[src/common/vfpu_pkg.sv]
// Shared definitions for the five-lane vector FPU
package vfpu_pkg;

  // Lane geometry
  localparam int LANES  = 5;                // Lanes per vector
  localparam int WORD_W = 32;               // Bits per lane slice
  localparam int VEC_W  = LANES * WORD_W;   // Full vector width

  // Per-lane flag set, ordered Z N C V from the top
  localparam int FLAG_W = 4;
  localparam int FLAG_Z = 3;                // Packed result is zero
  localparam int FLAG_N = 2;                // Result sign
  localparam int FLAG_C = 1;                // Tied low in every unit
  localparam int FLAG_V = 0;                // Exponent out of range

  // Single precision, IEEE 754 binary32 layout
  localparam int SP_EXP_W = 8;
  localparam int SP_MAN_W = 23;
  localparam int SP_BIAS  = 127;

  // Half precision, binary16 layout in bits 15:0 of a lane
  localparam int HP_EXP_W = 5;
  localparam int HP_MAN_W = 10;
  localparam int HP_BIAS  = 15;

  // One lane word
  typedef logic [WORD_W-1:0] word_t;

  // One lane's flags
  typedef logic [FLAG_W-1:0] flags_t;

  // Opcode
  // Bit 1 picks multiply over add
  // Bit 0 picks half over single precision
  typedef enum logic [1:0]
  {
    FP_ADD32 = 2'd0,   // Single-precision add
    FP_ADD16 = 2'd1,   // Half-precision add
    FP_MUL32 = 2'd2,   // Single-precision multiply
    FP_MUL16 = 2'd3    // Half-precision multiply
  } fp_op_e;

  // All operands are treated as normal numbers with a hidden one
  // No special encodings are recognized
  // Results are truncated toward zero magnitude

endpackage

[src/fpu_lane/fp_add.sv]
`timescale 1ns/1ps

// Floating-point adder, built for any exponent and mantissa width
// Truncating, normals only, no special values
module fp_add
  import vfpu_pkg::*;
#(
  parameter int EXP_W = SP_EXP_W,   // Exponent field width
  parameter int MAN_W = SP_MAN_W    // Stored fraction width
)
(
  input  logic [EXP_W+MAN_W:0] a,
  input  logic [EXP_W+MAN_W:0] b,
  output logic [EXP_W+MAN_W:0] result,
  output flags_t               flags
);

  localparam int SIG_W = MAN_W + 1;             // Hidden one plus fraction
  localparam int LZC_W = $clog2(SIG_W + 1);     // Enough for a count of SIG_W
  localparam int XW    = EXP_W + 2;             // Room for carry and negative exponent

  // Operand fields
  logic             sa, sb;
  logic [EXP_W-1:0] ea, eb;
  logic [SIG_W-1:0] siga, sigb;

  // Ordered operands
  logic             a_big;
  logic             s_big;
  logic [EXP_W-1:0] e_big, e_small;
  logic [SIG_W-1:0] sig_big, sig_small;

  // Datapath
  logic [EXP_W-1:0] exp_diff;
  logic [SIG_W-1:0] sig_shift;
  logic [SIG_W:0]   sum;
  logic [SIG_W-1:0] dif;
  logic [LZC_W-1:0] lzc;
  logic [SIG_W-1:0] norm;

  // Packed result pieces
  logic             sign_r;
  logic [XW-1:0]    exp_x;
  logic [MAN_W-1:0] man_r;

  assign sa   = a[EXP_W+MAN_W];
  assign sb   = b[EXP_W+MAN_W];
  assign ea   = a[EXP_W+MAN_W-1:MAN_W];
  assign eb   = b[EXP_W+MAN_W-1:MAN_W];
  assign siga = {1'b1, a[MAN_W-1:0]};   // Implicit leading one
  assign sigb = {1'b1, b[MAN_W-1:0]};

  // Larger exponent wins, then larger significand, a on a full tie
  assign a_big = (ea > eb) || ((ea == eb) && (siga >= sigb));

  assign s_big     = a_big ? sa : sb;
  assign e_big     = a_big ? ea : eb;
  assign e_small   = a_big ? eb : ea;
  assign sig_big   = a_big ? siga : sigb;
  assign sig_small = a_big ? sigb : siga;

  // Alignment, bits shifted out are dropped
  assign exp_diff  = e_big - e_small;
  assign sig_shift = sig_small >> exp_diff;

  // Both magnitude paths run in parallel
  assign sum = {1'b0, sig_big} + {1'b0, sig_shift};
  assign dif = sig_big - sig_shift;   // Never negative after ordering

  // Leading-zero count of the difference
  // Scanning upward lets the highest set bit win
  always_comb
  begin
    lzc = '0;
    for (int i = 0; i < SIG_W; i++)
    begin
      if (dif[i])
        lzc = LZC_W'(SIG_W - 1 - i);
    end
  end

  assign norm = dif << lzc;   // Leading one back at the top

  // Select and normalize
  always_comb
  begin
    if (sa == sb)
    begin
      sign_r = s_big;
      if (sum[SIG_W])
      begin
        // Carry out of the significand
        man_r = sum[SIG_W-1:1];
        exp_x = {2'b00, e_big} + 1'b1;
      end
      else
      begin
        man_r = sum[MAN_W-1:0];
        exp_x = {2'b00, e_big};
      end
    end
    else if (dif == '0)
    begin
      // Exact cancellation gives +0
      sign_r = 1'b0;
      man_r  = '0;
      exp_x  = '0;
    end
    else
    begin
      sign_r = s_big;   // Larger magnitude sets the sign
      man_r  = norm[MAN_W-1:0];
      exp_x  = {2'b00, e_big} - XW'(lzc);   // May go negative
    end
  end

  // Exponent field wraps modulo its width
  assign result = {sign_r, exp_x[EXP_W-1:0], man_r};

  // Flags
  always_comb
  begin
    flags         = '0;
    flags[FLAG_Z] = (result == '0);
    flags[FLAG_N] = sign_r;
    flags[FLAG_C] = 1'b0;
    // Any bit above the field means above max or below zero
    flags[FLAG_V] = |exp_x[XW-1:EXP_W];
  end

endmodule

[src/fpu_lane/fp_mul.sv]
`timescale 1ns/1ps

// Floating-point multiplier, any format width
// One-step normalization, truncated fraction
module fp_mul
  import vfpu_pkg::*;
#(
  parameter int EXP_W = SP_EXP_W,   // Exponent field width
  parameter int MAN_W = SP_MAN_W,   // Stored fraction width
  parameter int BIAS  = SP_BIAS     // Exponent bias of the format
)
(
  input  logic [EXP_W+MAN_W:0] a,
  input  logic [EXP_W+MAN_W:0] b,
  output logic [EXP_W+MAN_W:0] result,
  output flags_t               flags
);

  localparam int SIG_W  = MAN_W + 1;
  localparam int PROD_W = 2 * SIG_W;    // Full product width
  localparam int XW     = EXP_W + 2;    // Signed room for e_a + e_b - bias + 1

  logic              sign_r;
  logic [EXP_W-1:0]  ea, eb;
  logic [SIG_W-1:0]  siga, sigb;
  logic [PROD_W-1:0] prod;
  logic [XW-1:0]     exp_sum;
  logic [XW-1:0]     exp_x;
  logic [MAN_W-1:0]  man_r;

  // Sign
  assign sign_r = a[EXP_W+MAN_W] ^ b[EXP_W+MAN_W];

  assign ea   = a[EXP_W+MAN_W-1:MAN_W];
  assign eb   = b[EXP_W+MAN_W-1:MAN_W];
  assign siga = {1'b1, a[MAN_W-1:0]};
  assign sigb = {1'b1, b[MAN_W-1:0]};

  // Biased exponent sum, wide so it can't wrap
  assign exp_sum = {2'b00, ea} + {2'b00, eb} - XW'(BIAS);

  // Significand product, lies in [1, 4)
  assign prod = siga * sigb;

  // Normalize by at most one position
  always_comb
  begin
    if (prod[PROD_W-1])
    begin
      man_r = prod[PROD_W-2 -: MAN_W];   // Just below the top bit
      exp_x = exp_sum + 1'b1;
    end
    else
    begin
      man_r = prod[PROD_W-3 -: MAN_W];
      exp_x = exp_sum;
    end
  end

  // Low bits of the exponent go in the field
  assign result = {sign_r, exp_x[EXP_W-1:0], man_r};

  always_comb
  begin
    flags         = '0;
    flags[FLAG_Z] = (result == '0);
    flags[FLAG_N] = sign_r;
    flags[FLAG_C] = 1'b0;
    flags[FLAG_V] = |exp_x[XW-1:EXP_W];   // Negative or past the field
  end

endmodule

[src/fpu_lane/fpu_lane.sv]
`timescale 1ns/1ps

// One vector lane
// All four units run side by side, the opcode picks one
module fpu_lane
  import vfpu_pkg::*;
(
  input  fp_op_e op,
  input  word_t  a,
  input  word_t  b,
  output word_t  result,
  output flags_t flags
);

  localparam int HP_W = 1 + HP_EXP_W + HP_MAN_W;   // Half-precision word

  // Unit outputs
  word_t           add32_res, mul32_res;
  logic [HP_W-1:0] add16_res, mul16_res;
  flags_t          add32_flags, add16_flags;
  flags_t          mul32_flags, mul16_flags;

  fp_add #(.EXP_W(SP_EXP_W), .MAN_W(SP_MAN_W)) u_add32
  (
    .a      (a),
    .b      (b),
    .result (add32_res),
    .flags  (add32_flags)
  );

  // Half-precision units see only the low half of the lane
  fp_add #(.EXP_W(HP_EXP_W), .MAN_W(HP_MAN_W)) u_add16
  (
    .a      (a[HP_W-1:0]),
    .b      (b[HP_W-1:0]),
    .result (add16_res),
    .flags  (add16_flags)
  );

  fp_mul #(.EXP_W(SP_EXP_W), .MAN_W(SP_MAN_W), .BIAS(SP_BIAS)) u_mul32
  (
    .a      (a),
    .b      (b),
    .result (mul32_res),
    .flags  (mul32_flags)
  );

  fp_mul #(.EXP_W(HP_EXP_W), .MAN_W(HP_MAN_W), .BIAS(HP_BIAS)) u_mul16
  (
    .a      (a[HP_W-1:0]),
    .b      (b[HP_W-1:0]),
    .result (mul16_res),
    .flags  (mul16_flags)
  );

  // Opcode select, half results zero-extended
  always_comb
  begin
    case (op)
      FP_ADD16:
      begin
        result = {{(WORD_W-HP_W){1'b0}}, add16_res};
        flags  = add16_flags;
      end
      FP_MUL32:
      begin
        result = mul32_res;
        flags  = mul32_flags;
      end
      FP_MUL16:
      begin
        result = {{(WORD_W-HP_W){1'b0}}, mul16_res};
        flags  = mul16_flags;
      end
      default:   // FP_ADD32
      begin
        result = add32_res;
        flags  = add32_flags;
      end
    endcase
  end

endmodule

[config.mk]
export PLATFORM = sky130hd
export DESIGN_NAME = fpu_lane
export DESIGN_NICKNAME = d
export VERILOG_FILES = /design/src/common/vfpu_pkg.sv /design/src/fpu_lane/fp_add.sv /design/src/fpu_lane/fp_mul.sv /design/src/fpu_lane/fpu_lane.sv
export SDC_FILE = /design/constraint.sdc
export NUM_CORES = 2
export LEC_CHECK = 0
export BUFFER_PORTS_ARGS = -buffer_cell sky130_fd_sc_hd__buf_4
export CAP_MARGIN = 20
export CORE_ASPECT_RATIO = 1.1
export CORE_UTILIZATION = 50
export DETAILED_ROUTE_END_ITERATION = 8
export PLACE_DENSITY = 0.69
export RECOVER_POWER = 25
export SLEW_MARGIN = 20
export SYNTH_ARGS = -nofsm -noshare
export SYNTH_HDL_FRONTEND = slang
export SYNTH_HIERARCHICAL = 1
export SYNTH_SLANG_ARGS = --single-unit
[constraint.sdc]
create_clock -name vclk -period 13.65
set_input_delay 1.365 -clock vclk [all_inputs]
set_output_delay 1.365 -clock vclk [all_outputs]
set_load 0.005 [all_outputs]
* Yosys cells after proc, flatten, opt, wreduce, memory -nomap -nowiden
Index checks and enable logic that the tools add are counted.
Storage, ports and cells: flip-flop bits (word level) 0, latch bits 0, bits in read-only memories 0, memory bits (writable) 0, logic and storage cells 116, output and inout port bits 36, memories 0
Cells by class: shift operators 4, bitwise logic cells 2, multipliers 2, mux-type cells 67, div/mod/pow operators 0, $lt $le $gt $ge 4, reductions and logical operators 14, add/subtract/negate cells 16, equal/unequal tests 7
Operator list (number):
- $mux 23 | 6
- $mux 5 | 26
- $mux 10 | 10
- $pmux 32 s3 | 1
- $logic_not 32->1 | 2
- $mul 24x24->48 | 1
- $mux 4 | 11
- $logic_not 16->1 | 2
- $mux 7 | 4
- $add 24x24->25 | 1
- $ge 24x24->1 | 1
- $logic_not 24->1 | 1
- $shl 24x5->23 | 1
- $shr 24x8->24 | 1
- $sub 24x24->24 | 1
- $mul 11x11->22 | 1
- $mux 8 | 2
- $add 11x11->12 | 1
- $pmux 4 s3 | 1
- $ge 11x11->1 | 1
- $logic_not 11->1 | 1
- $shl 11x4->10 | 1
- $shr 11x5->11 | 1
- $sub 11x11->11 | 1
- 24 further kinds | 37

* Depth between registers and ports, before layout
depth in word-level cells 36, depth in mapped cells 55, gate-level depth less buffers 49

* Hierarchy
The synthesis kept the hierarchy.
By module, submodules not included:
- fp_mul (u_mul32) | times used 1, area an instance 20116.8 um2, cells an instance 2379
- fp_add (u_add32) | times used 1, area an instance 8622.0 um2, cells an instance 1337
- fp_mul (u_mul16) | times used 1, area an instance 4362.9 um2, cells an instance 520
- fp_add (u_add16) | times used 1, area an instance 3609.7 um2, cells an instance 527
- fpu_lane | times used 1, area an instance 759.5 um2, cells an instance 60

* Least setup slack after synthesis
No wires, ideal clock.
kind input-to-output, from in b[28], to out flags[3], required time 12.285 ns, cell stages on the path 53, arrival time 11.627 ns, slack 0.658 ns, cells stage by stage inv_1 > ha_1 > a2111oi_0 > o21ai_0 > a221o_1 > buf_2 > nand2_2 > buf_1 > clkbuf_1 > a21oi_1 > ha_1 > nand2_1 > a31oi_1 > o21a_1 > o21a_1 > a311o_1 > nor2_1 > nor2_1 > (+17 left out) > buf_2 > nor2_4 > inv_2 > buf_2 > ha_1 > nor2b_1 > o21ai_0 > nand2b_1 > a21o_1 > a21oi_1 > a31oi_1 > o21ai_1 > nand3_1 > or4_1 > nor4b_2 > nand4b_1 > nor4_2 > mux4_1
On the way: word-level cells in the longest chain between the ends 36
RTL lines:
- start: declaration | line fpu_lane.sv:10 | input word_t b,
- parallel branches: the longest is 33 deep, another holds $sub 24x24->24
- $mux 10 (*) | line fp_add.sv:87 | if (sa == sb)
- named net add32_res[30] | line fpu_lane.sv:18 | word_t add32_res, mul32_res;
- $logic_not 32->1 (*) | line fp_add.sv:124 | flags[FLAG_Z] = (result == '0);
- named net add32_flags[3] | line fpu_lane.sv:20 | flags_t add32_flags, add16_flags;
- $pmux 4 s3 (*) | line fpu_lane.sv:59 | case (op)
- end: declaration | line fpu_lane.sv:12 | output flags_t flags
Mark *: on every way through the listed nets, which the timed path passes.

* Worst setup path after layout
from in b[17], to out flags[3]
On the way: word-level cells in the longest chain between the ends 36
RTL lines:
- $ge 24x24->1 | line fp_add.sv:54 | assign a_big = (ea > eb) || ((ea == eb) && (siga >= sigb));
- $logic_and 1x1->1 | line fp_add.sv:54
- $logic_or 1x1->1 | line fp_add.sv:54
- $mux 8, on equally long branches | line fp_add.sv:57, fp_add.sv:58
- $sub 8x8->8 | line fp_add.sv:63 | assign exp_diff = e_big - e_small;
- $shr 24x8->24 | line fp_add.sv:64 | assign sig_shift = sig_small >> exp_diff;
- $sub 24x24->24 | line fp_add.sv:68 | assign dif = sig_big - sig_shift;
- $mux 5 (24 in series) | line fp_add.sv:77 | if (dif[i])
- $sub 8x5->9 | line fp_add.sv:113 | exp_x = {2'b00, e_big} - XW'(lzc);
- $mux 10 | line fp_add.sv:102 | else if (dif == '0)
- $mux 10 (*) | line fp_add.sv:87
- named net add32_res[29] | line fpu_lane.sv:18
- $logic_not 32->1 (*) | line fp_add.sv:124
- named net add32_flags[3] | line fpu_lane.sv:20
- $pmux 4 s3 (*) | line fpu_lane.sv:59
Mark *: on every way through the listed nets, which the timed path passes. The rest lies on a longest branch.

==> out/metrics.cfg <==
[floorplan]
rows=104
core_mm2=0.0737
initial_utilization_pct=50.9
die_width_um=263
dieArea_mm2=0.0760
dieHeight_um=289
ios=102

[synthesis]
ys_seq_area_share_pct=0
synth_nets=5834
synth_common_cells=869 x inv_1, 605 x nand2_1, 568 x fa_1
ys_types=132
synth_area_mm2=0.0375
synth_top_area_share_pct=30.3
synthCells=4823
yosys.cell_count.top_type=inv_1
syn_area_per_cell_um2=7.77
yosys_warnings=6
yosysTopAreaCell=fa_1
synthTopCellsByArea=fa_1 30%, ha_1 13%, inv_1 8.7%

[worst_setup_path]
end_kind=output port
startpoint_type=primary input
max_stage_delay_ns=0.44
critPathArrivalTime_ns=11.70
slowest_stage=fa_1
crit_path_max_fanout=11
required_ns=12.28
critPathKind=primary input to output port

[timing]
hold_viol=0
period_share_pct=95.7
fmax_mhz=76.5
slew_headroom_pct=14.3
slew_viol_final=0
fin_tns_setup_ns=0
tightest_slew_ns=1.27
setup_viol=0
min_period_ns=13.06

[global_route]
grt-ovfl-total=0
grt_pass1_wl_mm=200
grt.met3_usage_pct=5.71
grt_pass1_vias=34600
grt_max_degree=61
gr-usage-met2_pct=55.2
grt_use_total_pct=33.9
grt_busiest_layer=met2
antenna_found_initial=7
grt_util_met1_pct=45.2

[placement]
gp_congestion=1.03
io_buffers=101
hpwlAfterDp_mm=104

[finish]
nets=5805
seqCellArea_um2=0
drive_gt1_share_pct=7.83
seq_cells=0
clkbuf_count=0
insertedDiodeCount=0
syn2layout_area_growth_pct=4.72

[min_path]
hp-class=primary input to output port
hold_start=op[0]
min_delay_worst_endpoint=result[28]
whs_path_depth=3

[routing]
drt_iter0_drc=3478
routedWlPerCell_um=22.8
num_vias=35000
vias_per_cell=6.08
antenna_left=0
dr.pass1.iters=6
drc_errors=0
postRouteWirelength_mm=131

[run]
max_cap_viol_count=0

[run_status]
status=finished, final reports clean

-- cell families after synthesis --
logic type / count (synthesis) / share of synthesized area, %
xor gates and xnor gates: 117 / 2.82
buffers and inverters: 1119 / 11.8
and+or+nand+nor: 1603 / 21.1
AOI/OAI and AO/OA: 848 / 15.4
muxes: 187 / 5.93
adders and majority gates: 945 / 42.9
other: 4 / 0.0401
-- how the worst max path moves through the flow --
stage           from  endpoint  slack (ns)  cells past startpoint
4_1_cts        b[17]  flags[3]        0.28                     48
2_1_floorplan  b[28]  flags[3]        0.66                     53
3_5_place_dp   b[17]  flags[3]        0.31                     48
6_report       b[17]  flags[3]        0.59                     51
3_3_place_gp   b[17]  flags[3]        0.48                     51
5_1_grt        b[28]  flags[3]       -0.01                     50
-- repair_timing --
item,in CTS,in global routing
hold buffers,0,0
resized for setup,0,21
setup buffers,0,5
endpoints found under the setup margin,0,1
-- critical path: cells and delay by family --
kind	cells	cell delay, ns
AO/OA/AOI/OAI	19	3.96
AND/OR/NAND/NOR	17	3.26
adder cells (fa/ha/maj)	5	1.63
buffers and inverters	8	0.98
multiplexers	1	0.26
XOR/XNOR	1	0.21
-- layer usage --
layer | vias up | part of all wire (%)
li1 | 15700 | -
met1 | 17400 | 42
met4 | 6 | 4.4
met5 | - | 0.031
met2 | 1611 | 45
met3 | 298 | 8.4
-- metrics by stage --
stage / std cells / instance area [um^2] / utilization [%] / worst slack (ns) / hold WS [ns]
6_report: 5746 / 39200 / 53.3 / 0.586 / 3.31
2_1_floorplan: 4823 / 37500 / - / 0.658 / 3.05
4_1_cts: 5740 / 39100 / 53.1 / 0.280 / 3.33
3_5_place_dp: 5740 / 39100 / 53.1 / 0.310 / 3.32
5_1_grt: 5746 / 39200 / 53.3 / -0.0144 / 3.37
3_3_place_gp: 5740 / 39100 / 53.1 / 0.483 / 3.32
-- final cells by class --
cell class | count | area, um^2
inverter | 876 | 3290
fill | 7143 | 34400
multi-input combinational | 3704 | 33200
tap | 954 | 1190
timing repair buffer | 212 | 1600
-- cells in the final DEF (no fill, tap or decap), drive strengths merged, types with 35 or more instances in the layout --
cell type / synthesis / final
a211oi: 43 / 43
a21o: 46 / 46
a21oi: 221 / 221
and2: 291 / 291
buf: 71 / 211
fa: 568 / 568
ha: 377 / 377
inv: 873 / 873
mux2: 38 / 38
mux2i: 128 / 128
nand2: 606 / 606
nand3: 64 / 64
nor2: 306 / 306
nor2b: 35 / 35
nor3: 63 / 63
o211ai: 40 / 40
o21ai: 179 / 179
xnor2: 80 / 80
xor2: 37 / 37
Power is left out: the tool's default activity adds up to more than one toggle a clock period on the data nets, which glitch-free logic cannot reach.
